[src/cpu_pkg.sv]
`default_nettype none

package cpu_pkg;

  localparam int byte_w = 8;

  // opcode values of the first instruction byte
  localparam logic [byte_w-1:0] OP_HALT        = byte_w'(0);
  localparam logic [byte_w-1:0] OP_LOADFROMRAM = byte_w'(1);
  localparam logic [byte_w-1:0] OP_WRITETORAM  = byte_w'(3);
  localparam logic [byte_w-1:0] OP_ADD8        = byte_w'(4);
  localparam logic [byte_w-1:0] OP_ADDNUM8     = byte_w'(6);
  localparam logic [byte_w-1:0] OP_SET8        = byte_w'(9);

  // four fetched bytes, byte 0 in the top bits
  typedef union packed {
    // LOADFROMRAM and WRITETORAM
    struct packed {
      logic [byte_w-1:0] opcode;
      logic [byte_w-1:0] reg_start;
      logic [byte_w-1:0] length;
      logic [byte_w-1:0] ram_addr;
    } mv;
    // ADD8 / ADDNUM8 use src, dst, len; SET8 uses dst, len
    struct packed {
      logic [byte_w-1:0] opcode;
      logic [byte_w-1:0] op_a;
      logic [byte_w-1:0] op_b;
      logic [byte_w-1:0] op_c;
    } alu;
  } instr_u;

endpackage

`default_nettype wire

[src/mem_bus_if.sv]
`timescale 1ns/1ps
`default_nettype none

// byte access, req held until the one-cycle ready
interface mem_bus_if import cpu_pkg::*; #(
  parameter int RAM_ADDR_W = 10
) ();
  logic req;
  logic we;
  logic [RAM_ADDR_W-1:0] addr;
  logic [byte_w-1:0] wdata;
  logic [byte_w-1:0] rdata;
  logic ready;

  modport client (
    output req,
    output we,
    output addr,
    output wdata,
    input rdata,
    input ready
  );

  modport server (
    input req,
    input we,
    input addr,
    input wdata,
    output rdata,
    output ready
  );
endinterface


`default_nettype wire

[src/apb_host.sv]
`timescale 1ns/1ps
`default_nettype none

module apb_host import cpu_pkg::*; #(
  parameter int RAM_ADDR_W = 10
) (
  input logic ram_clk,
  input logic stage3_read,
  input logic psel,
  input logic penable,
  input logic pwrite,
  input logic [11:0] paddr,
  input logic [31:0] pwdata,
  output logic [31:0] prdata,
  output logic pready,
  output logic pslverr,
  output logic start_run,
  input logic busy,
  input logic done,
  mem_bus_if.client host_bus
);
  localparam logic [11:0] ctrl_addr = 12'h400;
  localparam logic [11:0] status_addr = 12'h404;

  logic access;
  logic ram_hit;
  logic ctrl_hit;
  logic status_hit;
  logic done_q;

  assign access = psel && penable;
  // ram window is everything below CTRL
  assign ram_hit = paddr < ctrl_addr;
  assign ctrl_hit = paddr == ctrl_addr;
  assign status_hit = paddr == status_addr;

  assign host_bus.req = access && ram_hit;
  assign host_bus.we = pwrite;
  assign host_bus.addr = paddr[RAM_ADDR_W-1:0];
  assign host_bus.wdata = pwdata[byte_w-1:0];

  // ram accesses wait on the arbiter, registers answer at once
  assign pready = access && (ram_hit ? host_bus.ready : 1'b1);
  assign pslverr = access && !ram_hit && !ctrl_hit && !status_hit;
  assign start_run = access && pwrite && ctrl_hit && pwdata[0];

  always_comb begin
    prdata = '0;
    if (ram_hit) prdata = 32'(host_bus.rdata);
    else if (status_hit) prdata = {30'd0, done_q, busy};
  end

  always_ff @(posedge ram_clk or posedge stage3_read) begin
    if (stage3_read) begin
      done_q <= 1'b0;
    end else if (start_run) begin
      done_q <= 1'b0;
    end else if (done) begin
      done_q <= 1'b1;
    end
  end

  ready_in_access: assert property (@(posedge ram_clk) disable iff (stage3_read)
    host_bus.ready |-> (psel && penable && ram_hit));

endmodule

`default_nettype wire

[src/flat_wrapper.sv]
// flat-port wrapper written by rule: the top's interface ports become plain ports
module apb_host_flat import cpu_pkg::*;
#(
  parameter int RAM_ADDR_W = 10
)
  (ram_clk, stage3_read, psel, penable, pwrite, paddr, pwdata, prdata, pready, pslverr, start_run, busy, done, host_bus_req, host_bus_we, host_bus_addr, host_bus_wdata, host_bus_rdata, host_bus_ready);
  mem_bus_if #(.RAM_ADDR_W(RAM_ADDR_W)) host_bus_i ();
  input logic ram_clk;
  input logic stage3_read;
  input logic psel;
  input logic penable;
  input logic pwrite;
  input logic [11:0] paddr;
  input logic [31:0] pwdata;
  output logic [31:0] prdata;
  output logic pready;
  output logic pslverr;
  output logic start_run;
  input logic busy;
  input logic done;
  output wire logic [$bits(host_bus_i.req)-1:0] host_bus_req;
  output wire logic [$bits(host_bus_i.we)-1:0] host_bus_we;
  output wire logic [$bits(host_bus_i.addr)-1:0] host_bus_addr;
  output wire logic [$bits(host_bus_i.wdata)-1:0] host_bus_wdata;
  input wire logic [$bits(host_bus_i.rdata)-1:0] host_bus_rdata;
  input wire logic [$bits(host_bus_i.ready)-1:0] host_bus_ready;
  assign host_bus_req = host_bus_i.req;
  assign host_bus_we = host_bus_i.we;
  assign host_bus_addr = host_bus_i.addr;
  assign host_bus_wdata = host_bus_i.wdata;
  assign host_bus_i.rdata = host_bus_rdata;
  assign host_bus_i.ready = host_bus_ready;
  apb_host #(.RAM_ADDR_W(RAM_ADDR_W)) u_core (.ram_clk(ram_clk), .stage3_read(stage3_read), .psel(psel), .penable(penable), .pwrite(pwrite), .paddr(paddr), .pwdata(pwdata), .prdata(prdata), .pready(pready), .pslverr(pslverr), .start_run(start_run), .busy(busy), .done(done), .host_bus(host_bus_i));
endmodule
[config.mk]
export PLATFORM = sky130hd
export DESIGN_NAME = apb_host_flat
export DESIGN_NICKNAME = d
export VERILOG_FILES = /design/src/cpu_pkg.sv /design/src/mem_bus_if.sv /design/src/apb_host.sv /design/src/flat_wrapper.sv
export SDC_FILE = /design/constraint.sdc
export NUM_CORES = 1
export LEC_CHECK = 0
export BUFFER_PORTS_ARGS = -buffer_cell sky130_fd_sc_hd__buf_4
export CAP_MARGIN = 5
export CORE_UTILIZATION = 21
export DETAILED_ROUTE_END_ITERATION = 7
export GPL_TIMING_DRIVEN = 0
export PLACE_DENSITY = 0.85
export SETUP_SLACK_MARGIN = 0.2
export SYNTH_ARGS = -nofsm -noshare
export SYNTH_HDL_FRONTEND = slang
export SYNTH_SLANG_ARGS = --single-unit
export TNS_END_PERCENT = 10
[constraint.sdc]
create_clock -name ram_clk -period 0.8 [get_ports ram_clk]
set_input_delay 0 -clock ram_clk [delete_from_list [all_inputs] [get_ports ram_clk]]
set_output_delay 0 -clock ram_clk [all_outputs]
set_load 0.03 [all_outputs]
# After elaboration in Yosys (flattened, before gate mapping)
# Cells that the tools add are included.
totals:
  reg_bits: 1
  output_inout_bits: 55
op_classes:
  n_mux: 5
  n_lt_le_gt_ge: 1
  eq_ne: 2
  n_reduce_logical: 13
ops:
  columns: ["op", "count"]
  rows:
  - ["32-bit 2-to-1 mux", 1]
  - ["12-bit by 11-bit == test with 1-bit output (second input constant)", 2]
  - ["12-bit by 11-bit < comparator with 1-bit output (second input constant)", 1]
  - ["1-bit logical AND", 9]
  - ["1-bit zero test", 3]
  - ["1-bit 2-to-1 mux", 3]
  - ["2-bit 2-to-1 mux", 1]
  - ["2-bit nonzero test", 1]

# Logic depth before layout (Yosys ltp)
# Gate-level depths: netlist of the first run.
logic_depth:
  ltp_word: 5
  depth_mapped: 3

# Worst setup path before layout of the first run
# Ideal clock, no wire load.
synth_path:
  path_kind: "input-to-output"
  startpoint: "input paddr[10]"
  endpoint: "output pslverr"
  stages: 3
  t_arrival_ps: 1044
  slack_ps: -244
  path_buffers: 0
  required_time_ps: 800
  cell_sequence: "nor4b_2 and3_2 nor3_1"
synth_between:
  elab_chain_len: 5
  word_cells_on_any_way: 9
  cone_classes: "1 x order compare; 2 x eq/ne; 6 x reduce/logical"
synth_rtl:
  columns: ["element", "line_no", "rtl"]
  rows:
  - ["start: declaration", "flat_wrapper.sv:13", "input logic [11:0] paddr;"]
  - ["12-bit by 11-bit < comparator with 1-bit output", "apb_host.sv:33", "assign ram_hit = paddr < ctrl_addr;"]
  - ["1-bit zero test", "apb_host.sv:44", "assign pslverr = access && !ram_hit && !ctrl_hit && !status_hit;"]
  - ["1-bit logical AND (2 in a row)", "apb_host.sv:44", null]
  - ["1-bit logical AND (*)", "apb_host.sv:44", null]
  - ["end: declaration", "flat_wrapper.sv:17", "output logic pslverr;"]
# Every way passes the cells marked *; elsewhere a longest branch is shown, timed or not.

# Final worst setup path of the first run
layout_path:
  startpoint: "input paddr[1]"
  endpoint: "output prdata[0]"
layout_between:
  elab_chain_len: 3
  word_cells_on_any_way: 4
  cone_classes: "1 x order compare; 1 x eq/ne; 2 x mux"
layout_rtl:
  columns: ["element", "line_no", "rtl"]
  rows:
  - ["parallel branches: the longest is 2 deep, another holds 12-bit by 11-bit < comparator with 1-bit output", null, null]
  - ["32-bit 2-to-1 mux (*)", "apb_host.sv:49", "if (ram_hit) prdata = 32'(host_bus.rdata);"]
  - ["end: declaration", "flat_wrapper.sv:15", "output logic [31:0] prdata;"]
# Mark *: on every way between the ends.

==> results by group, run 1 <==
Place
  – Routability Congestion: 0.613
  – Worst setup slack after placement: -0.285 ns
  – DP Area: 1120 µm²
  – Hpwl dp: 1.40 mm
  – Port Buffers: 59

Global route
  – Number of global-route vias before repair: 505
  – Largest net degree at the start of global routing: 11
  – Grt ovf: 0
  – GRT Util Overall: 0.0973
  – Initial antenna violation count: 0
  – First-pass GRT wire length: 2.09 mm

Cells and area
  – Reg with most FFs: u_core.done_q
  – Final Instance Area: 1260 µm²
  – P&R area growth vs syn: 140%
  – Largest register FFs: 1
  – Largest registers: u_core.done_q (1)
  – Share of post-route cells with drive strength above 1: 0.752
  – Antenna Cells: 0
  – # nets final: 219

Synthesis
  – Mean Syn Cell Area: 7.32 µm²
  – Synth Flop Type: dfrtp_1
  – Synth area leader: buf_4
  – Largest family of logic cells by synthesized area: buffers and inverters
  – Simple-Gate Fraction of Synth Area: 0.278
  – Mapped Cells: 72
  – Area contributors post-synth: buf_4, and2_1, dfrtp_1, a32o_1, nor3_1
  – Post-synth top cells: buf_4, and2_1, nor3_1
  – Synth Area in Adders: 0
  – Ys Warns: 0
  – Yosys cell types: 19
  – Synthesis-stage register bit count: 1
  – Most common cell in the netlist: buf_4
  – Ys async rst share: 1.00
  – Area share of the largest cell type after synthesis: 0.613
  – Synth Area in XOR/XNOR: 0
  – Synthesized area: 527 µm²
  – Post-synthesis mux area share: 0
  – EDFF count, synth: 0
  – Register area share after synthesis: 0.0475
  – Complex-gate fraction of the synthesized area: 0.0475

Floorplanning
  – Die Span X: 52.1 µm
  – Core ar.: 2300 µm²
  – DIE HEIGHT: 52.1 µm
  – Initial Util: 0.229
  – Number of core rows: 17
  – IO Pins: 115
  – Die area: 2710 µm²

Drt
  – Via density: 3.58
  – WL/cell: 8.86 µm
  – Via count: 663
  – DRC: 0
  – Total Wirelength: 1.64 mm
  – Antenna viol nets, final: 0
  – Initial DRC Count: 2
  – Router iterations before antenna repair: 3

STA
  – Setup Total Neg Slack: -0.480 ns
  – Setup WS post-layout: -0.126 ns
  – RSZ-0062 raised after global routing: yes
  – FMAX: 1.08 GHz
  – Hold Vio Cnt, Final: 0
  – Clock Skew: 0 ns
  – Min Tclk post-route: 0.926 ns
  – Final Max Slew Viols: 0
  – Hold_ws: 0.217 ns
  – Crit share post-route: 1.16
  – Final setup viols: 5

Setup path
  – Worst-path cell chain: buf_8 > nor4b_4 > and3_4 > a32o_2 > buf_6
  – Critical Path End Type: output pin
  – CP max stage delay: 0.28 ns
  – Worst path arrival time: 0.93 ns
  – Nature of the critical path startpoint: input pin
  – Critical path fanouts, max: 4
  – Critical path's slowest cell: nor4b_4
  – WS Path Type: input pin to output pin
  – Critical Path RT: 0.80 ns

Job
  – Max_cap viols: 0

Power
  – Max VDD drop: 0.368 mV
  – Comb pwr share: 0.941
  – Pwr Total: 0.866 mW
  – Sw frac: 0.497
  – NetSw: 0.430 mW
  – Clk pwr share: 0
  – PD cells: 684 nW/µm²
  – Sequential share of power: 0.059
  – Internal power: 0.435 mW
  – Static leakage: 0.723 nW

CTS
  – Worst-skew pair later-pin latency: 0 ns

Hold path
  – Min-Delay Path Class: input pin to output pin

Run status
  – Failing checks: negative setup slack
  – Status: finished, violations left
[final timing paths]
kind	start	to	slack [ns]	cells after the start
setup / recovery	paddr[1]	prdata[0]	-0.13	5
hold / removal	pwdata[2]	host_bus_wdata[2]	0.22	2
setup reg to reg	u_core.done_q	u_core.done_q	0.15	2
hold reg to reg	u_core.done_q	u_core.done_q	0.52	2
max in group asynchronous	stage3_read	u_core.done_q	0.29	3
min in group asynchronous	stage3_read	u_core.done_q	0.42	3
[worst max-delay path: cells and delay by family]
| kind | cells | cell delay, ns |
|---|---|---|
| simple gates | 2 | 0.53 |
| buf+inv | 2 | 0.23 |
| compound gates | 1 | 0.17 |
[cell type report]
| type | count | area, µm² |
|---|---|---|
| inverters | 1 | 3.75 |
| fillers | 205 | 1030 |
| multi-input cells | 50 | 335 |
| repair buffers | 62 | 543 |
| well taps | 28 | 35.0 |
| flip-flops and latches | 1 | 25.0 |
| plain buffers | 43 | 323 |
[cell usage in the layout, fill, tap and decap left out]
| cell | instances |
|---|---|
| buf_6 | 16 |
| nor2_4 | 1 |
| and3_1 | 1 |
| buf_4 | 86 |
| nor4b_4 | 1 |
| a32o_2 | 2 |
| nor3_2 | 1 |
| dlygate4sd3_1 | 1 |
| a21oi_1 | 1 |
| conb_1 | 24 |
| nor3_1 | 2 |
| nor4bb_2 | 1 |
| and2_1 | 3 |
| nor3_4 | 1 |
| nor4b_2 | 1 |
| nor4_4 | 1 |
| buf_8 | 2 |
| nor2b_1 | 1 |
| dfrtp_1 | 1 |
| and3_4 | 1 |
| inv_1 | 1 |
| nand2_2 | 1 |
| nor2_1 | 3 |
| and2_4 | 3 |
| nand3b_1 | 1 |
[cell families after synthesis]
group / count (synthesis)
buffers and inverters: 44
and+or+nand+nor: 23
AOI/OAI and AO/OA: 3
DFF: 1
other: 1
[routing by layer]
metal	GRT usage	routed length [µm]
met5	0	0
met4	0	0
met3	0.00292	172
met2	0.212	999
met1	0.105	468
[power groups by stage]
| stage | clock [mW] | combinational, mW | sequential, mW |
|---|---|---|---|
| 2_1_floorplan | 0 | 0.508 | 0.0515 |
| 3_3_place_gp | 0 | 0.740 | 0.0515 |
| 3_5_place_dp | 0 | 0.747 | 0.0515 |
| 4_1_cts | 0 | 0.800 | 0.0515 |
| 5_1_grt | 0 | 0.857 | 0.0515 |
| 6_report | 0 | 0.814 | 0.0515 |
[timing repair]
item,CTS,global route
gates resized for setup,25,5
setup buffers,0,2
endpoints found under the setup margin,11,13
hold buffers,1,0
pin swaps,10,6
hold endpoints to repair,1,0
[stage by stage]
step           utilization  std cells
3_5_place_dp         0.486        182
4_1_cts              0.536        183
6_report             0.551        185
3_3_place_gp         0.486        182
5_1_grt              0.551        185
2_1_floorplan            -         95
(Power assumes the default switching activity.)
==> run 2, diff against run 1 <==
- GPL_ROUTABILITY_DRIVEN: default -> 0
- SETUP_SLACK_MARGIN: 0.2 -> 0.3
==> run 2 against run 1 <==
Net effect:
- sequential share of layout area is 0.055 points lower
- combinational power is 2% higher
- flip-flop and latch count stayed put
- setup slack worse by 0.011 ns
- fmax is 1.2% lower
- critical path depth stayed put
- clock skew stayed put
- highest routed layer unchanged
- global-route usage is 0.18 points higher
- the run ends with negative hold slack, negative setup slack left
- critical path type unchanged
==> results by group, run 2 (synthesized netlist as in run 1, its figures left out) <==
Setup path
  – Critical path's slowest cell: nor4b_4 (unchanged)
  – Nature of the critical path startpoint: input pin (unchanged)
  – Critical Path End Type: output pin (unchanged)
  – CP max stage delay: 0.29 ns (was 0.28 ns)
  – Worst path arrival time: 0.94 ns (was 0.93 ns)
  – WS Path Type: input pin to output pin (unchanged)
  – Critical Path RT: 0.80 ns (about the same)
  – Cell mode on critical path: buf_6
  – Critical path fanouts, max: 4 (unchanged)
  – Worst-path cell chain: buf_6 > nor4b_4 > and3_4 > a32o_2 > buf_6 (was buf_8 > nor4b_4 > and3_4 > a32o_2 > buf_6)

CTS
  – Worst-skew pair later-pin latency: 0 ns (about the same)
  – Clk slew on worst S/H paths: 0 ns

Floorplanning
  – IO Pins: 115 (unchanged)
  – DIE HEIGHT: 52.1 µm (unchanged)
  – Die area: 2710 µm² (unchanged)
  – Initial Util: 0.229 (unchanged)
  – Number of core rows: 17 (unchanged)
  – Die Span X: 52.1 µm (unchanged)
  – Core ar.: 2300 µm² (unchanged)

Hold path
  – Min-Delay Path Class: input pin to asynchronous set/reset pin (was input pin to output pin)

STA
  – Final Max Slew Viols: 0 (unchanged)
  – Hold Vio Cnt, Final: 1 (was 0)
  – Clock Skew: 0 ns (unchanged)
  – Hold_ws: -0.154 ns (was 0.217 ns)
  – Setup WS post-layout: -0.138 ns (was -0.126 ns)
  – RSZ-0062 raised after global routing: yes (unchanged)
  – FMAX: 1.07 GHz (was 1.08 GHz)
  – Crit share post-route: 1.17 (was 1.16)
  – Min Tclk post-route: 0.938 ns (was 0.926 ns)
  – Final setup viols: 5 (unchanged)

Cells and area
  – Largest register FFs: 1 (unchanged)
  – Antenna Cells: 0 (unchanged)
  – # nets final: 218 (was 219)
  – P&R area growth vs syn: 147% (was 140%)
  – Most common cell after layout, fill and taps aside: buf_4 (unchanged)
  – Most frequent cells in the layout: buf_4, conb_1, buf_6 (unchanged)
  – Reg with most FFs: u_core.done_q (unchanged)
  – Share of post-route cells with drive strength above 1: 0.763 (was 0.752)
  – Largest registers: u_core.done_q (1) (unchanged)
  – Final Instance Area: 1300 µm² (was 1260 µm²)

Run status
  – Status: finished, violations left (unchanged)
  – Failing checks: negative hold slack, negative setup slack (was negative setup slack)

Power
  – Max VDD drop: 0.376 mV (was 0.368 mV)
  – PD cells: 680 nW/µm² (was 684 nW/µm²)
  – Static leakage: 0.742 nW (was 0.723 nW)

Global route
  – Met3 Resource Use GR: 0.0117 (was 0.00292)
  – First-pass GRT wire length: 2.12 mm (was 2.09 mm)
  – GRT Util Overall: 0.0992 (was 0.0973)
  – Grt met1 use: 0.107 (was 0.105)
  – GR Util met2: 0.209 (was 0.212)
  – GRT busiest layer: met2 (unchanged)
  – Grt ovf: 0 (unchanged)
  – Number of global-route vias before repair: 516 (was 505)
  – Largest net degree at the start of global routing: 11 (unchanged)
  – Initial antenna violation count: 0 (unchanged)

Drt
  – Antenna viol nets, final: 0 (unchanged)
  – Via density: 3.61 (was 3.58)
  – Via count: 665 (was 663)
  – Initial DRC Count: 2 (unchanged)
  – Router iterations before antenna repair: 2 (was 3)
  – DRC: 0 (unchanged)
  – Total Wirelength: 1.63 mm (was 1.64 mm)
  – WL/cell: 8.88 µm (was 8.86 µm)

Place
  – Port Buffers: 59 (unchanged)
  – Hpwl dp: 1.36 mm (was 1.40 mm)
  – DP Area: 1140 µm² (was 1120 µm²)

Job
  – Max_cap viols: 0 (unchanged)
==> run 2: cell count changes in the layout (fill, tap and decap cells not counted), sizes merged <==
cell         before  now
dlygate4sd3       1    0
==> run 2: worst paths after layout <==
check	endpoint	start	slack (ns)	cells past startpoint
max in group asynchronous	u_core.done_q	stage3_read	0.86	2
min	u_core.done_q	stage3_read	-0.15	2
min in group ram_clk	host_bus_wdata[2]	pwdata[2]	0.22	2
min reg2reg	u_core.done_q	u_core.done_q	0.52	2
max reg2reg	u_core.done_q	u_core.done_q	0.17	2
max	prdata[0]	paddr[1]	-0.14	5
==> run 2: what timing repair did <==
action | in CTS | in global routing
gates resized for setup | 22 | 13
endpoints found under the setup margin | 13 | 14
pin swaps | 9 | 7
endpoints found under the hold margin | 1 | 1
setup buffers | 1 | 1
==> run 2: layout make-up <==
cell class	count	area (µm²)
repair buffers	61	549
flip-flops and latches	1	25.0
inverters	1	3.75
multi-input cells	50	365
well taps	28	35.0
fillers	219	996
plain buffers	43	323
==> run 2: routing by layer <==
layer  part of all wire  up-vias  wire length [µm]
li1                   -      339                 -
met1               0.31      273               511
met2               0.54       53               875
met3               0.15        0               246
met4                  0        0                 0
met5                  0        -                 0
==> run 2: power by group <==
group	internal, mW	total (mW)	switching, mW
registers	0.0515	0.0515	0.00000136
clock network	0	0	0
logic	0.393	0.833	0.440
==> run 2: metrics by stage <==
step,setup WS [ns],TNS (ns),util,cells,power [mW]
4_1_cts,-0.181,-0.625,0.535,183,0.851
3_5_place_dp,-0.224,-0.941,0.496,182,0.809
6_report,-0.138,-0.533,0.566,184,0.885
5_1_grt,-0.205,-0.829,0.566,184,0.931
3_3_place_gp,-0.233,-0.949,0.496,182,0.804
2_1_floorplan,0.0324,0,-,95,0.563
==> run 2: critical path: cells and delay by family <==
| family | cells | cell delay (ns) |
|---|---|---|
| compound gates | 1 | 0.17 |
| simple gates | 2 | 0.54 |
| buf+inv | 2 | 0.23 |
==> run 3, diff against run 2 <==
- CORE_ASPECT_RATIO: default -> 1.5
==> run 3 against run 2 <==
Net effect:
- the flow still finishes with violations (negative hold slack, negative setup slack)
- core utilization shrank 1.8 points
- first-iteration DRC count fell by 100%
- register-to-register slack is essentially flat
- worst hold slack worse by 0.00055 ns
- critical path depth stayed put
- die area is 0.15% higher
- critical endpoint is now start_run
- largest power group unchanged
==> results by group, run 3 (synthesized netlist as in run 1, its figures left out) <==
Drt
  – DRC: 0 (unchanged)
  – Via density: 3.80 (was 3.61)
  – Antenna viol nets, final: 0 (unchanged)
  – Initial DRC Count: 0 (was 2)
  – Via count: 684 (was 665)
  – Router iterations before antenna repair: 1 (was 2)
  – WL/cell: 8.63 µm (was 8.88 µm)
  – Total Wirelength: 1.55 mm (was 1.63 mm)

Cells and area
  – Largest register FFs: 1 (unchanged)
  – Largest registers: u_core.done_q (1) (unchanged)
  – P&R area growth vs syn: 141% (was 147%)
  – Reg with most FFs: u_core.done_q (unchanged)
  – FILL cells: 212 (was 219)
  – # nets final: 219 (was 218)
  – Share of post-route cells with drive strength above 1: 0.745 (was 0.763)
  – Antenna Cells: 0 (unchanged)
  – Most common cell after layout, fill and taps aside: buf_4 (unchanged)
  – Most frequent cells in the layout: buf_4, conb_1, buf_6 (unchanged)
  – Final Instance Area: 1270 µm² (was 1300 µm²)

Setup path
  – Critical Path RT: 0.80 ns (about the same)
  – Critical Path End Type: output pin (unchanged)
  – Worst-path cell chain: buf_8 > nor4b_4 > nor4bb_4 > and3_4 > buf_6 (was buf_6 > nor4b_4 > and3_4 > a32o_2 > buf_6)
  – CP max stage delay: 0.27 ns (was 0.29 ns)
  – Critical path fanouts, max: 3 (was 4)
  – Nature of the critical path startpoint: input pin (unchanged)
  – Worst path arrival time: 0.98 ns (was 0.94 ns)
  – WS Path Type: input pin to output pin (unchanged)
  – Critical path's slowest cell: nor4b_4 (unchanged)

STA
  – Min Tclk post-route: 0.977 ns (was 0.938 ns)
  – Hold Vio Cnt, Final: 1 (unchanged)
  – RSZ-0062 raised after global routing: yes (unchanged)
  – Clock Skew: 0 ns (unchanged)
  – Hold_ws: -0.155 ns (was -0.154 ns)
  – Crit share post-route: 1.22 (was 1.17)
  – Setup WS post-layout: -0.177 ns (was -0.138 ns)
  – FMAX: 1.02 GHz (was 1.07 GHz)
  – Final Max Slew Viols: 0 (unchanged)
  – Final setup viols: 5 (unchanged)

Place
  – Hpwl dp: 1.34 mm (was 1.36 mm)
  – Port Buffers: 59 (unchanged)
  – DP Area: 1130 µm² (was 1140 µm²)

CTS
  – Clk slew on worst S/H paths: 0 ns (about the same)
  – Worst-skew pair later-pin latency: 0 ns (about the same)

Power
  – Max VDD drop: 0.367 mV (was 0.376 mV)
  – PD cells: 681 nW/µm² (was 680 nW/µm²)
  – Static leakage: 0.735 nW (was 0.742 nW)

Global route
  – Grt ovf: 0 (unchanged)
  – Largest net degree at the start of global routing: 11 (unchanged)
  – First-pass GRT wire length: 2.27 mm (was 2.12 mm)
  – GRT Util Overall: 0.100 (was 0.0992)
  – Number of global-route vias before repair: 591 (was 516)
  – Initial antenna violation count: 0 (unchanged)

Job
  – Max_cap viols: 0 (unchanged)

Floorplanning
  – Die area: 2720 µm² (was 2710 µm²)
  – DIE HEIGHT: 63.3 µm (was 52.1 µm)
  – IO Pins: 115 (unchanged)
  – Core ar.: 2310 µm² (was 2300 µm²)
  – Number of core rows: 21 (was 17)
  – Die Span X: 42.9 µm (was 52.1 µm)
  – Initial Util: 0.228 (was 0.229)

Run status
  – Status: finished, violations left (unchanged)
  – Failing checks: negative hold slack, negative setup slack (unchanged)

Hold path
  – Min-Delay Path Class: input pin to asynchronous set/reset pin (unchanged)
-- run 3: cell types whose count changed in the layout (fill, tap and decap cells not counted), sizes merged --
| cell | previous run | this run |
|---|---|---|
| buf | 104 | 105 |
-- run 3: per-stage QoR --
step / power (mW) / setup TNS (ns) / setup WS (ns) / cells / util
after floorplan: 0.563 / 0 / 0.0324 / 95 / -
after global routing: 0.904 / -0.818 / -0.213 / 180 / 0.549
after detailed placement: 0.809 / -1.06 / -0.244 / 177 / 0.490
after global placement: 0.805 / -0.965 / -0.239 / 177 / 0.490
final: 0.864 / -0.572 / -0.177 / 180 / 0.549
after CTS: 0.838 / -0.570 / -0.166 / 177 / 0.519
-- run 3: where the power goes --
group / internal, mW / total, mW / switching (mW) / leakage, nW
Clock: 0 / 0 / 0 / 0
Combinational: 0.378 / 0.812 / 0.434 / 0.726
Sequential: 0.0515 / 0.0515 / 0.00000154 / 0.00875
Total: 0.429 / 0.864 / 0.434 / 0.735
-- run 3: what timing repair did --
| item | in CTS | in global routing |
|---|---|---|
| cloned | 0 | 0 |
| endpoints found under the setup margin | 13 | 13 |
| setup buffers | 0 | 3 |
| endpoints found under the hold margin | 1 | 1 |
| pin swaps | 10 | 8 |
| gates resized for setup | 17 | 9 |
-- run 3: final timing paths --
check                              start                 to  slack [ns]  depth (start not counted)
setup / recovery                paddr[6]          start_run       -0.18                          5
min in group ram_clk           pwdata[6]  host_bus_wdata[6]        0.22                          2
hold / removal               stage3_read      u_core.done_q       -0.15                          2
max in group asynchronous    stage3_read      u_core.done_q        0.86                          2
hold reg to reg            u_core.done_q      u_core.done_q        0.53                          2
setup reg to reg           u_core.done_q      u_core.done_q        0.17                          2
-- run 3: final cells by class --
cell class              instances  area [µm²]  share of cell area
plain buffers                  43         323               0.254
flip-flops and latches          1        25.0              0.0197
well taps                      23        28.8              0.0227
multi-input cells              50         355               0.280
repair buffers                 62         533               0.420
inverters                       1        3.75             0.00296
-- run 3: routing by layer --
| metal | track usage | share of wire |
|---|---|---|
| met4 | 0 | 0 |
| met3 | 0.0258 | 0.15 |
| met5 | 0 | 0 |
| met2 | 0.214 | 0.56 |
| met1 | 0.0936 | 0.29 |
-- run 3: worst max-delay path, delay by kind of cell --
kind | cells | cell delay, ns
buf+inv | 2 | 0.22
simple gates | 3 | 0.74
