--- src/cpu_pkg.sv ---
`default_nettype none

package cpu_pkg;

  localparam int byte_w = 8;

  // opcode values of the first instruction byte
  localparam logic [byte_w-1:0] OP_HALT        = byte_w'(0);
  localparam logic [byte_w-1:0] OP_LOADFROMRAM = byte_w'(1);
  localparam logic [byte_w-1:0] OP_WRITETORAM  = byte_w'(3);
  localparam logic [byte_w-1:0] OP_ADD8        = byte_w'(4);
  localparam logic [byte_w-1:0] OP_ADDNUM8     = byte_w'(6);
  localparam logic [byte_w-1:0] OP_SET8        = byte_w'(9);

  // four fetched bytes, byte 0 in the top bits
  typedef union packed {
    // LOADFROMRAM and WRITETORAM
    struct packed {
      logic [byte_w-1:0] opcode;
      logic [byte_w-1:0] reg_start;
      logic [byte_w-1:0] length;
      logic [byte_w-1:0] ram_addr;
    } mv;
    // ADD8 / ADDNUM8 use src, dst, len; SET8 uses dst, len
    struct packed {
      logic [byte_w-1:0] opcode;
      logic [byte_w-1:0] op_a;
      logic [byte_w-1:0] op_b;
      logic [byte_w-1:0] op_c;
    } alu;
  } instr_u;

endpackage

`default_nettype wire

--- src/mem_bus_if.sv ---
`timescale 1ns/1ps
`default_nettype none

// byte access, req held until the one-cycle ready
interface mem_bus_if import cpu_pkg::*; #(
  parameter int RAM_ADDR_W = 10
) ();
  logic req;
  logic we;
  logic [RAM_ADDR_W-1:0] addr;
  logic [byte_w-1:0] wdata;
  logic [byte_w-1:0] rdata;
  logic ready;

  modport client (
    output req,
    output we,
    output addr,
    output wdata,
    input rdata,
    input ready
  );

  modport server (
    input req,
    input we,
    input addr,
    input wdata,
    output rdata,
    output ready
  );
endinterface

// instruction handoff from the sequencer to the two execution units
interface dispatch_if import cpu_pkg::*; ();
  logic start;
  instr_u instr;
  logic mov_busy;
  logic alu_busy;

  modport driver (
    output start,
    output instr,
    input mov_busy,
    input alu_busy
  );

  modport mov_unit (
    input start,
    input instr,
    output mov_busy
  );

  modport alu_unit (
    input start,
    input instr,
    output alu_busy
  );
endinterface

`default_nettype wire

--- src/seq_ctrl.sv ---
`timescale 1ns/1ps
`default_nettype none

module seq_ctrl import cpu_pkg::*; #(
  parameter int RAM_ADDR_W = 10
) (
  input logic ram_clk,
  input logic stage3_read,
  input logic start_run,
  output logic busy,
  output logic halted,
  mem_bus_if.client fetch_bus,
  dispatch_if.driver dispatch
);
  logic running;
  logic [RAM_ADDR_W-1:0] pc;
  logic [1:0] byte_idx;
  // bytes 0..2; byte 3 goes straight into the slot
  logic [byte_w-1:0] fetch_buf [3];
  instr_u slot;
  logic slot_valid;
  logic units_idle;
  logic known_op;
  logic issue;

  assign units_idle = !dispatch.start && !dispatch.mov_busy && !dispatch.alu_busy;
  assign known_op = (slot.mv.opcode == OP_LOADFROMRAM) || (slot.mv.opcode == OP_WRITETORAM) ||
                    (slot.alu.opcode == OP_ADD8) || (slot.alu.opcode == OP_ADDNUM8) ||
                    (slot.alu.opcode == OP_SET8);
  assign issue = running && slot_valid && units_idle;

  // prefetch runs whenever the slot is free
  assign fetch_bus.req = running && !slot_valid;
  assign fetch_bus.we = 1'b0;
  assign fetch_bus.addr = pc;
  assign fetch_bus.wdata = '0;
  assign busy = running || halted;

  always_ff @(posedge ram_clk or posedge stage3_read) begin
    if (stage3_read) begin
      running <= 1'b0;
      pc <= '0;
      byte_idx <= '0;
      slot_valid <= 1'b0;
      dispatch.start <= 1'b0;
      halted <= 1'b0;
    end else begin
      dispatch.start <= 1'b0;
      halted <= 1'b0;
      if (start_run) begin
        running <= 1'b1;
        pc <= '0;
        byte_idx <= '0;
        slot_valid <= 1'b0;
      end else if (running) begin
        if (fetch_bus.ready) begin
          pc <= pc + 1'b1;
          byte_idx <= byte_idx + 1'b1;
          if (byte_idx == 2'd3) slot_valid <= 1'b1;
        end
        if (issue) begin
          slot_valid <= 1'b0;
          if (known_op) begin
            dispatch.start <= 1'b1;
          end else begin
            // halt, or an opcode nobody takes
            running <= 1'b0;
            halted <= 1'b1;
          end
        end
      end
    end
  end

  always_ff @(posedge ram_clk) begin
    if (fetch_bus.ready) begin
      if (byte_idx == 2'd3) begin
        slot <= {fetch_buf[0], fetch_buf[1], fetch_buf[2], fetch_bus.rdata};
      end else begin
        fetch_buf[byte_idx] <= fetch_bus.rdata;
      end
    end
    if (issue && known_op) dispatch.instr <= slot;
  end

  start_when_idle: assert property (@(posedge ram_clk) disable iff (stage3_read)
    dispatch.start |-> (!dispatch.mov_busy && !dispatch.alu_busy));

  start_taken: assert property (@(posedge ram_clk) disable iff (stage3_read)
    dispatch.start |=> (dispatch.mov_busy || dispatch.alu_busy));

endmodule

`default_nettype wire

--- src/flat_wrapper.sv ---
// flat-port wrapper written by rule: the top's interface ports become plain ports
module seq_ctrl_flat import cpu_pkg::*;
#(
  parameter int RAM_ADDR_W = 10
)
  (ram_clk, stage3_read, start_run, busy, halted, fetch_bus_req, fetch_bus_we, fetch_bus_addr, fetch_bus_wdata, fetch_bus_rdata, fetch_bus_ready, dispatch_start, dispatch_instr, dispatch_mov_busy, dispatch_alu_busy);
  mem_bus_if #(.RAM_ADDR_W(RAM_ADDR_W)) fetch_bus_i ();
  dispatch_if dispatch_i ();
  input logic ram_clk;
  input logic stage3_read;
  input logic start_run;
  output logic busy;
  output logic halted;
  output wire logic [$bits(fetch_bus_i.req)-1:0] fetch_bus_req;
  output wire logic [$bits(fetch_bus_i.we)-1:0] fetch_bus_we;
  output wire logic [$bits(fetch_bus_i.addr)-1:0] fetch_bus_addr;
  output wire logic [$bits(fetch_bus_i.wdata)-1:0] fetch_bus_wdata;
  input wire logic [$bits(fetch_bus_i.rdata)-1:0] fetch_bus_rdata;
  input wire logic [$bits(fetch_bus_i.ready)-1:0] fetch_bus_ready;
  output wire logic [$bits(dispatch_i.start)-1:0] dispatch_start;
  output wire logic [$bits(dispatch_i.instr)-1:0] dispatch_instr;
  input wire logic [$bits(dispatch_i.mov_busy)-1:0] dispatch_mov_busy;
  input wire logic [$bits(dispatch_i.alu_busy)-1:0] dispatch_alu_busy;
  assign fetch_bus_req = fetch_bus_i.req;
  assign fetch_bus_we = fetch_bus_i.we;
  assign fetch_bus_addr = fetch_bus_i.addr;
  assign fetch_bus_wdata = fetch_bus_i.wdata;
  assign fetch_bus_i.rdata = fetch_bus_rdata;
  assign fetch_bus_i.ready = fetch_bus_ready;
  assign dispatch_start = dispatch_i.start;
  assign dispatch_instr = dispatch_i.instr;
  assign dispatch_i.mov_busy = dispatch_mov_busy;
  assign dispatch_i.alu_busy = dispatch_alu_busy;
  seq_ctrl #(.RAM_ADDR_W(RAM_ADDR_W)) u_core (.ram_clk(ram_clk), .stage3_read(stage3_read), .start_run(start_run), .busy(busy), .halted(halted), .fetch_bus(fetch_bus_i), .dispatch(dispatch_i));
endmodule
--- config.mk ---
export PLATFORM = sky130hd
export DESIGN_NAME = seq_ctrl_flat
export DESIGN_NICKNAME = d
export VERILOG_FILES = /design/src/cpu_pkg.sv /design/src/mem_bus_if.sv /design/src/seq_ctrl.sv /design/src/flat_wrapper.sv
export SDC_FILE = /design/constraint.sdc
export NUM_CORES = 1
export LEC_CHECK = 0
export ABC_AREA = 1
export BUFFER_PORTS_ARGS = -buffer_cell sky130_fd_sc_hd__buf_2
export CORE_MARGIN = 2
export CORE_UTILIZATION = 40
export CTS_CLUSTER_DIAMETER = 120
export DETAILED_ROUTE_END_ITERATION = 7
export PLACE_DENSITY = 0.65
export REMOVE_ABC_BUFFERS = 1
export SYNTH_ARGS = -nofsm -noshare
export SYNTH_HDL_FRONTEND = slang
export SYNTH_SLANG_ARGS = --single-unit
--- constraint.sdc ---
create_clock -name ram_clk -period 3.3 [get_ports ram_clk]
set_input_delay 0.495 -clock ram_clk [delete_from_list [all_inputs] [get_ports ram_clk]]
set_output_delay 0.495 -clock ram_clk [all_outputs]
set_load 0.01 [all_outputs]
## Word level (Yosys, flattened, before mapping)

Memory sizes are Yosys's and may differ from the RTL's. A register that Yosys moved wholly into a read port is not among the register bits.
Cells that the tools add are included.

- Bits in registers: 80
- Memory bits (writable): 24
- Bits of input ports: 14
- Word-level logic and storage cells: 64
- Memories kept: 1

Memories:

| name | words | bits a word | rd ports | clocked after memory_dff | wr ports | RTL line | source |
|---|---|---|---|---|---|---|---|
| u_core.fetch_buf | 3 | 8 | 3 | 3 | 1 | seq_ctrl.sv:19 | `logic [byte_w-1:0] fetch_buf [3];` |

- Add/subtract/negate cells: 2
- Equality and inequality tests: 6
- Muxes and demuxes: 25
- Reduce and logical (&&, ||, !) cells: 22

Operator list:

| cell | number |
|---|---|
| $mux 10 | 3 |
| $mux 1 | 19 |
| $eq 8x3->1 const B | 2 |
| $add 10x1->10 const B | 1 |
| $eq 8x1->1 const B | 1 |
| $eq 8x2->1 const B | 1 |
| $eq 8x4->1 const B | 1 |
| $logic_and 1x1->1 | 6 |
| $mux 2 | 3 |
| $reduce_bool 3->1 | 2 |
| $logic_or 1x1->1 | 5 |
| $logic_not 1->1 | 4 |
| $reduce_and 2->1 | 2 |
| $reduce_bool 2->1 | 2 |
| $reduce_and 3->1 | 1 |
| $add 2x1->2 const B | 1 |
| $eq 2x2->1 const B | 1 |

## Logic depth before layout (Yosys ltp)

Gate-level depths: netlist of run 1.

- Depth in word-level cells: 9
- Mapped depth: 7

## Worst setup path before layout of run 1

OpenSTA, ideal clock, no wires.

- Path type: input-to-reg
- Start: in dispatch_mov_busy
- End: reg u_core.dispatch.instr[0], enable pin
- Setup time: 0.421 ns
- Arrival time: 2.191 ns
- Required time: 2.879 ns
- Setup slack: 0.688 ns
- Cell stages on the path: 3
- Cell sequence: nor3_1 nand3_1 nor2_1

- Cells in the longest elaborated chain, start to end: 5

RTL lines:

| item | RTL line | source |
|---|---|---|
| from (decl) | flat_wrapper.sv:22 | `input wire logic [$bits(dispatch_i.mov_busy)-1:0] dispatch_mov_busy;` |
| $logic_not 1->1 | seq_ctrl.sv:26 | `assign units_idle = !dispatch.start && !dispatch.mov_busy && !dispatch.alu_busy;` |
| $logic_and 1x1->1 (2 in a row) | seq_ctrl.sv:26 |  |
| $logic_and 1x1->1 | seq_ctrl.sv:30 | `assign issue = running && slot_valid && units_idle;` |
| $logic_and 1x1->1 | seq_ctrl.sv:83 | `if (issue && known_op) dispatch.instr <= slot;` |
| to (signal assigned) | seq_ctrl.sv:83 |  |
| to (decl) | mem_bus_if.sv:43 | `output instr,` |

Every way passes these cells.
A chain may end at the register's enable or synchronous reset.

## Worst setup path after layout of run 1

- Start: reg u_core.byte_idx[0]
- End: mem u_core.fetch_buf[2][4], enable pin

- Cells in the longest elaborated chain, start to end: 4

RTL lines:

| item | RTL line | source |
|---|---|---|
| from (decl) | seq_ctrl.sv:17 | `logic [1:0] byte_idx;` |
| from (signal assigned) | seq_ctrl.sv:58 | `byte_idx <= byte_idx + 1'b1;` |
| $eq 2x2->1 | seq_ctrl.sv:77 | `if (byte_idx == 2'd3) begin` |
| $mux 1 | seq_ctrl.sv:77 |  |
| $mux 1 | seq_ctrl.sv:76 | `if (fetch_bus.ready) begin` |
| $mux 1 (not written as such) | seq_ctrl.sv:80 | `fetch_buf[byte_idx] <= fetch_bus.rdata;` |
| to (decl) | seq_ctrl.sv:19 |  |

Several ways; a longest one is shown, not always the timed one.

==> results.toml, run 1 <==
[synth]
synthTopCellsByArea = "edfxtp_1, dfrtp_1, inv_1"
ys_ff_latch = 104
synth_top_family_by_area = "simple AND/OR/NAND/NOR gates"
yosysWarnings = 0
ys_async_sr_fraction_pct = 15.38
syn-cell-area_sq_um = 3635
synth-simple-area-share_pct = 6.919
netlist.area_leader.share_pct = 72.70
yosys.area_share.xor_xnor_pct = 0.2410
ys.flop_type = "edfxtp_1"
synth-compound-area-share_pct = 2.616
ys_seq_area_share_pct = 83.72
synth_top_area_cell = "edfxtp_1"
synth_edf_count = 88
synthCells = 215
synthMuxAreaShare_pct = 0
synth_area_per_cell_sq_um = 16.91
synthAdderAreaFrac_pct = 1.721
yosysMostFrequentCell = "edfxtp_1"
synth_common_cells = "edfxtp_1, inv_1, nand2_1"
synth.distinct_cells = 25

[global_route]
grt_max_degree = 33
groute.usage.overall_pct = 11.74
grt_pass1_wl_mm = 8.659
grt-ovfl-total = 0
grt_pass1_vias = 1772
antenna_found_initial = 0

[route]
wl_per_cell_microns = 13.67
vias = 1816
first_iter_violations = 33
final_antenna_net_count = 0
first_pass_iters = 4
totalWireLength_mm = 5.412
drc = 0
avgViaCountPerCell = 4.586

[setup_path]
startpoint = "u_core.byte_idx[0]"
path_max_fanout = 8
crit_arrival_ns = 1.76
r2r_cells = 4
critPathRequiredTime_ns = 3.29
r2r-start = "u_core.byte_idx[0]"
cp-end-kind = "flop"
crit_path_end = "u_core.fetch_buf[2][4]"
reg2reg_slack_ns = 1.52
criticalPathCategory = "reg -> reg"
r2r_end = "u_core.fetch_buf[2][4]"
start_kind = "flop"

[sta]
period_needed_ns = 1.778
worst_slack_ns = 1.522
tightest_slew_ns = 0.8309
fin_worst_skew_ns = 0.008143
tns_ns = 0
finalMaxSlewViolations = 0
hold_viol_final = 0
fmax_mhz = 562.4
hold_ws_ns = 0.2073
setup_viol = 0
maxSlewHeadroom_pct = 44.40
fin_crit_sh_pct = 53.88
rsz0062_at_grt = "false"

[floorplan]
start_util_pct = 41.48
io-pin-count = 69
dieHeight_microns = 99.33
die_area_sq_um = 9865
coreArea_sq_um = 8763
row_count = 34
fp.dieW_microns = 99.33

[clocking]
cts_num_sinks = 104
cts_max_path_buffers = 2
root_buffer = "clkbuf_8"
clock_latency_ns = 0.36
cts-htree-levels = 3
post_cts_resized = 0
postCtsHoldBufs = 0
path_clk_slew_ns = 0.09
cts_tree = "done"
cts_made_buffers = 9
post_cts_buffers = 0

[worst_hold_path]
hp-class = "in -> async"

[pwr]
ir_drop_mv = 0.2210
p_leak_nw = 1.653
p_per_area_nw_per_um2 = 542.2

[final_layout]
final_net_count = 303
final_layout_size_suffix_gt1_share_pct = 29.51
insertedDiodeCount = 0
fin_util_pct = 47.94
post-route-cell-area_sq_um = 4202
syn2layout_area_growth_pct = 15.59

[placed_design]
dp_hpwl_mm = 3.682
gp_congestion = 0.7082
io_buffers = 59
place_area_sq_um = 4025
place_ws_ns = 1.295

[status]
outcome = "completed"

[flow_run]
drv_cap = 0
-- metal layers --
metal | vias up | part of all wire [%] | track usage (%) | wire, microns
li1 | 874 | - | - | -
met1 | 864 | 44 | 14.55 | 2374
met2 | 71 | 48 | 19.02 | 2585
met3 | 7 | 7.3 | 4.638 | 393
met4 | 0 | 1.1 | 3.793 | 59
met5 | - | 0 | 0 | 0
-- report_power, final --
part / total (mW) / switching, mW / internal, mW / leakage, nW
logic: 0.0900 / 0.0650 / 0.0249 / 0.558
registers: 1.48 / 0.0162 / 1.47 / 1.01
clock network: 0.704 / 0.422 / 0.282 / 0.0842
-- layout make-up --
| class | instances | area (sq um) |
|---|---|---|
| Fill cell | 768 | 4562 |
| Timing Repair Buffer | 61 | 310.3 |
| Clock buffer | 9 | 123.9 |
| Sequential cell | 104 | 3043 |
| Inverter | 22 | 82.58 |
| Multi-Input combinational cell | 86 | 454.2 |
| Clock inverter | 6 | 52.55 |
| Tap cell | 108 | 135.1 |
-- sequential cells by signal, summed over array words and instances, names as in the netlist --
name and flops:
u_core.byte_idx 2, u_core.dispatch.instr 32, u_core.halted 1, u_core.slot 32, u_core.dispatch.start 1, u_core.fetch_buf 24
u_core.slot_valid 1, u_core.fetch_bus.addr 10, u_core.running 1
-- how the worst min path moves through the flow --
stage	end	slack, ns	depth (start not counted)
floorplan	u_core.dispatch.instr[0]	0.40	0
global placement	u_core.slot[28]	0.40	0
detailed placement	u_core.dispatch.instr[10]	0.40	0
CTS	u_core.halted	0.23	2
global route	u_core.fetch_bus.addr[7]	0.25	2
finish	u_core.fetch_bus.addr[7]	0.21	2
-- cells in the final DEF (no fill, tap or decap) --
master	Yosys	final
inv_8	0	1
buf_2	1	59
nor2_2	2	3
inv_2	1	1
xor2_1	1	1
nor2_1	15	14
or2_2	1	1
clkinvlp_4	0	2
clkinv_4	0	1
nand2_1	18	18
o21a_1	2	2
nor3_1	2	2
a21oi_1	7	7
nand2_2	1	1
o21ai_0	9	9
ha_1	5	5
nand3_1	8	8
edfxtp_1	88	88
clkbuf_8	0	9
nand4_1	2	2
inv_1	21	21
nor2_4	1	1
nand2_4	1	1
nand3_2	1	1
nor3b_1	1	1
inv_6	0	2
dfrtp_1	16	16
buf_4	9	2
conb_1	1	9
-- cells by family (layout without fill, tap and decap cells) --
group                    after synthesis  in the layout
AO/OA/AOI/OAI                         18             18
XOR/XNOR                               1              1
adder cells (fa/ha/maj)                5              5
buffers and inverters                 33             98
flip-flops                           104            104
other                                  1              9
AND/OR/NAND/NOR                       53             53
-- critical path: stages (launching register included) --
cell and delay, ns:
dfrtp_1 0.42, ha_1 0.23, inv_1 0.06, nand2_1 0.07, nor2_1 0.64
-- stage by stage --
stage / power (mW) / std cells
after detailed placement: 1.607 / 381
after global routing: 2.376 / 396
after floorplan: 1.564 / 212
after CTS: 2.309 / 396
after global placement: 1.601 / 381
final: 2.278 / 396
No activity file was read; power rests on OpenSTA's default activity.
==> run 2, diff against run 1 <==
--- a/config.mk
+++ b/config.mk
@@ -5,7 +5,7 @@
 export SDC_FILE = /design/constraint.sdc
 export NUM_CORES = 1
 export LEC_CHECK = 0
-export ABC_AREA = 1
+export ABC_AREA = 0
 export BUFFER_PORTS_ARGS = -buffer_cell sky130_fd_sc_hd__buf_2
 export CORE_MARGIN = 2
 export CORE_UTILIZATION = 40
==> constraint.sdc (replaced) <==
create_clock -name ram_clk -period 1.7 [get_ports ram_clk]
set_input_delay 0.255 -clock ram_clk [delete_from_list [all_inputs] [get_ports ram_clk]]
set_output_delay 0.255 -clock ram_clk [all_outputs]
set_load 0.01 [all_outputs]
==> results.toml, run 2 <==
[route]
first_pass_iters = 4
wl_per_cell_microns = 14.15
final_antenna_net_count = 0
first_iter_violations = 71
vias = 1718
totalWireLength_mm = 5.363
avgViaCountPerCell = 4.533
drc = 0

[placed_design]
place_ws_ns = 0.05854
place_area_sq_um = 4050
dp_hpwl_mm = 3.464
io_buffers = 59
gp_congestion = 0.7317

[status]
outcome = "finished, violations left"
violations = "negative setup slack"

[synth]
yosysWarnings = 0
ys.flop_type = "edfxtp_1"
ys_seq_area_share_pct = 84.68
yosysMostFrequentCell = "edfxtp_1"
syn-cell-area_sq_um = 3593
synth.distinct_cells = 30
synth_area_per_cell_sq_um = 19.01
synth_common_cells = "edfxtp_1, dfrtp_1, nor2_1"
synth_top_area_cell = "edfxtp_1"
netlist.area_leader.share_pct = 73.54
synthTopCellsByArea = "edfxtp_1, dfrtp_1, buf_4"
ys_ff_latch = 104
synthCells = 189
synth_edf_count = 88
ys_async_sr_fraction_pct = 15.38

[pwr]
ir_drop_mv = 0.5730
p_per_area_nw_per_um2 = 1072
p_leak_nw = 1.624

[worst_hold_path]
hp-class = "in -> reg"
min_delay_path_depth = 1

[floorplan]
dieHeight_microns = 98.78
die_area_sq_um = 9757
fp.dieW_microns = 98.78
start_util_pct = 41.21
coreArea_sq_um = 8721
io-pin-count = 69
row_count = 34

[global_route]
grt_pass1_vias = 1686
groute.usage.overall_pct = 11.52
antenna_found_initial = 0
grt_max_degree = 33
grt-ovfl-total = 0
grt_pass1_wl_mm = 8.452

[sta]
fin_worst_skew_ns = 0.008487
rsz0062_at_grt = "true"
finalMaxSlewViolations = 0
hold_ws_ns = 0.1142
setup_viol = 16
worst_slack_ns = -0.01540
hold_viol_final = 0
period_needed_ns = 1.715
tightest_slew_ns = 0.6035
fmax_mhz = 583.0
fin_crit_sh_pct = 100.9
maxSlewHeadroom_pct = 59.72

[clocking]
cts_max_path_buffers = 2
cts_tree = "done"
clock_latency_ns = 0.36
path_clk_slew_ns = 0.10
cts_num_sinks = 104
root_buffer = "clkbuf_8"
cts-htree-levels = 3
cts_made_buffers = 9

[setup_path]
crit_arrival_ns = 1.79
criticalPathCategory = "reg -> reg"
reg2reg_slack_ns = -0.02
path_max_fanout = 16
cp_top_family = "simple AND/OR/NAND/NOR gates"
start_kind = "flop"
max_stage_delay_ns = 0.46
crit_slowest_cell = "edfxtp_1"
path_buf_inv = 1
crit_chain = "nor4_4, nand3_2, nor2_4, clkbuf_16"
r2r_cells = 4
path_depth = 4
cp-end-kind = "flop"
critPathRequiredTime_ns = 1.78

[flow_run]
drv_cap = 0

[final_layout]
layout_common_cells = "edfxtp_1, buf_2, dfrtp_1"
syn2layout_area_growth_pct = 21.24
final_common_cell = "edfxtp_1"
post-route-cell-area_sq_um = 4357
nFillCells = 716
reg_top3 = "u_core.dispatch.instr: 32 flops, u_core.slot: 32 flops, u_core.fetch_buf: 24 flops"
regArea_sq_um = 3043
insertedDiodeCount = 0
final_net_count = 285
final_layout_size_suffix_gt1_share_pct = 35.42
multiInputGateArea_sq_um = 513.0
-- run 2: layer usage --
metal	share of wire, %	vias up	GRT usage (%)
met1	45	823	14.67
li1	-	829	-
met5	0	-	0
met4	1.5	0	5.690
met3	5.8	7	3.617
met2	48	59	17.93
-- run 2: cell families (layout without fill, tap and decap cells) --
logic type | after synthesis | count (layout) | synth area share [%]
compound gates | 7 | 7 | 1.184
flops | 104 | 104 | 84.68
xor+xnor | 10 | 10 | 2.437
fa+ha+maj | 5 | 5 | 1.741
buf+inv | 15 | 89 | 2.646
other cells | 1 | 9 | 0.1044
simple gates | 47 | 47 | 7.208
-- run 2: stage by stage --
stage	power [mW]	instances	setup TNS, ns	utilization (%)
2_1_floorplan	2.947	185	-35.21	-
4_1_cts	4.729	376	0	49.21
3_3_place_gp	3.014	359	0	46.44
5_1_grt	4.860	379	-1.797	49.96
3_5_place_dp	3.019	359	0	46.44
6_report	4.671	379	-0.1910	49.96
-- run 2: worst paths after layout --
check,startpoint,endpoint
setup / recovery,u_core.slot[29],u_core.dispatch.instr[4]
hold / removal,fetch_bus_rdata[6],u_core.slot[6]
setup reg to reg,u_core.slot[29],u_core.dispatch.instr[4]
hold reg to reg,u_core.slot[18],u_core.dispatch.instr[18]
max in group asynchronous,stage3_read,u_core.running
min in group asynchronous,stage3_read,u_core.fetch_bus.addr[3]
-- run 2: area by class of cell --
| class | instances | share of cell area (%) |
|---|---|---|
| inverter | 3 | 0.2585 |
| clock inverter | 7 | 2.470 |
| tap | 108 | 3.102 |
| clock buffer | 9 | 2.843 |
| timing repair buffer | 70 | 9.707 |
| sequential | 104 | 69.84 |
| multi-input combinational | 78 | 11.77 |
-- run 2: report_power, final --
group | internal (mW) | leakage [nW] | switching [mW]
Clock | 0.860 | 0.114 | 0.851
Sequential | 2.81 | 1.01 | 0.0195
Combinational | 0.0451 | 0.497 | 0.0876
Total | 3.71 | 1.62 | 0.958
-- run 2: worst register-to-register path, stage by stage (launching register included) --
cell and delay (ns):
edfxtp_1 0.46, nor4_4 0.36, nand3_2 0.17, nor2_4 0.22
clkbuf_16 0.22
-- run 2: repair_timing --
action | CTS | global route
gates resized for setup | 0 | 4
hold endpoints to repair | 16 | 0
setup buffers | 0 | 2
setup endpoints to repair | 0 | 32
hold buffers | 1 | 0
==> run 3, diff against run 2 <==
--- a/config.mk
+++ b/config.mk
@@ -11,8 +11,9 @@
 export CORE_UTILIZATION = 40
 export CTS_CLUSTER_DIAMETER = 120
 export DETAILED_ROUTE_END_ITERATION = 7
-export PLACE_DENSITY = 0.65
+export PLACE_DENSITY = 0.63
 export REMOVE_ABC_BUFFERS = 1
+export SETUP_SLACK_MARGIN = 0.1
 export SYNTH_ARGS = -nofsm -noshare
 export SYNTH_HDL_FRONTEND = slang
 export SYNTH_SLANG_ARGS = --single-unit
==> results.toml, run 3 (synthesis results as in run 2) <==
[final_layout]
nFillCells = 744
reg_top3 = "u_core.dispatch.instr: 32 flops, u_core.slot: 32 flops, u_core.fetch_buf: 24 flops"
syn2layout_area_growth_pct = 21.07
layout_common_cells = "edfxtp_1, buf_2, dfrtp_1"
final_net_count = 286
insertedDiodeCount = 0
finalNonFillerCells = 380
final_layout_size_suffix_gt1_share_pct = 35.66
final_common_cell = "edfxtp_1"
multiInputGateArea_sq_um = 516.7
regArea_sq_um = 3043

[floorplan]
die_area_sq_um = 9757
row_count = 34
fp.dieW_microns = 98.78
coreArea_sq_um = 8721
dieHeight_microns = 98.78
io-pin-count = 69
start_util_pct = 41.21

[sta]
tns_ns = 0
rsz0062_at_grt = "true"
maxSlewHeadroom_pct = 58.79
tightest_slew_ns = 0.6175
worst_slack_ns = 0.06803
hold_viol_final = 0
fin_crit_sh_pct = 96.00
fmax_mhz = 612.8
setup_viol = 0
period_needed_ns = 1.632
finalMaxSlewViolations = 0
fin_worst_skew_ns = 0.01311

[clocking]
cts_max_path_buffers = 2
cts_num_sinks = 104
path_clk_slew_ns = 0.10
cts_made_buffers = 9
cts_tree = "done"
cts-htree-levels = 3
clock_latency_ns = 0.36
root_buffer = "clkbuf_8"

[route]
wl_per_cell_microns = 13.78
avgViaCountPerCell = 4.547
totalWireLength_mm = 5.237
final_antenna_net_count = 0
vias = 1728
first_pass_iters = 4
first_iter_violations = 41
drc = 0

[pwr]
ir_drop_mv = 0.4894
p_leak_nw = 1.622
p_per_area_nw_per_um2 = 1033
p_total_mw = 4.492

[setup_path]
max_stage_delay_ns = 0.57
crit_chain = "or4_4, nor2_4, clkbuf_16"
cp_top_family = "simple AND/OR/NAND/NOR gates"
start_kind = "flop"
crit_arrival_ns = 1.71
crit_slowest_cell = "or4_4"
path_max_fanout = 16
cp-end-kind = "flop"
path_buf_inv = 1
criticalPathCategory = "reg -> reg"
critPathRequiredTime_ns = 1.77

[global_route]
grt_pass1_vias = 1647
antenna_found_initial = 0
grt-ovfl-total = 0
grt_max_degree = 33
groute.usage.overall_pct = 10.85
grt_pass1_wl_mm = 8.059

[flow_run]
drv_cap = 0

[placed_design]
io_buffers = 59
place_ws_ns = 0.05825
gp_congestion = 0.6712
placedCellCount = 361
dp_hpwl_mm = 3.352

[status]
outcome = "completed"

[worst_hold_path]
hp-class = "in -> reg"
-- run 3: cell type report --
cell class                      instances  area share [%]
Clock buffer                           10           2.934
Clock inverter                          6           1.754
Inverter                                3          0.2588
Multi-Input combinational cell         78           11.88
Sequential cell                       104           69.95
Tap cell                              108           3.106
Timing Repair Buffer                   71           10.12
-- run 3: worst paths after layout --
kind                                   startpoint                        to  cells past startpoint  slack (ns)
hold / removal                 fetch_bus_rdata[6]            u_core.slot[6]                      1        0.12
setup reg to reg            u_core.dispatch.start  u_core.dispatch.instr[3]                      3        0.07
setup / recovery            u_core.dispatch.start  u_core.dispatch.instr[3]                      3        0.07
max in group asynchronous             stage3_read     u_core.dispatch.start                      3        0.78
min in group asynchronous             stage3_read  u_core.fetch_bus.addr[9]                      3        0.51
hold reg to reg            u_core.fetch_buf[2][7]           u_core.slot[15]                      0        0.41
-- run 3: metal layers --
metal / part of all wire, % / GRT usage [%] / wire (microns)
met5: 0 / 0 / 0
met4: 1.4 / 4.110 / 72
met3: 6.7 / 4.397 / 351
met2: 46 / 16.68 / 2384
met1: 46 / 13.92 / 2428
-- run 3: stage by stage --
step / hold WS (ns) / instance area (sq um) / utilization (%)
2_1_floorplan: 0.1687 / 3540 / -
3_3_place_gp: 0.3566 / 4065 / 46.61
3_5_place_dp: 0.3612 / 4065 / 46.61
4_1_cts: 0.09346 / 4283 / 49.11
5_1_grt: 0.09126 / 4350 / 49.89
6_report: 0.1159 / 4350 / 49.89
-- run 3: worst register-to-register path, cell delays in order (launching register included) --
cell and delay [ns]:
dfrtp_1 0.39, or4_4 0.57, nor2_4 0.18, clkbuf_16 0.21
-- run 3: power breakdown --
group | internal, mW | total, mW | switching [mW]
Sequential | 2.81 | 2.83 | 0.0199
Combinational | 0.0471 | 0.136 | 0.0885
Clock | 0.702 | 1.53 | 0.827
Total | 3.56 | 4.49 | 0.935
-- run 3: what timing repair did --
action / 4_1_cts / 5_1_grt
setup buffers: 0 / 1
hold buffers: 1 / 0
cloned: 0 / 1
pin swaps: 0 / 1
gates resized for setup: 1 / 7
endpoints found under the hold margin: 16 / 0
setup endpoints to repair: 33 / 41
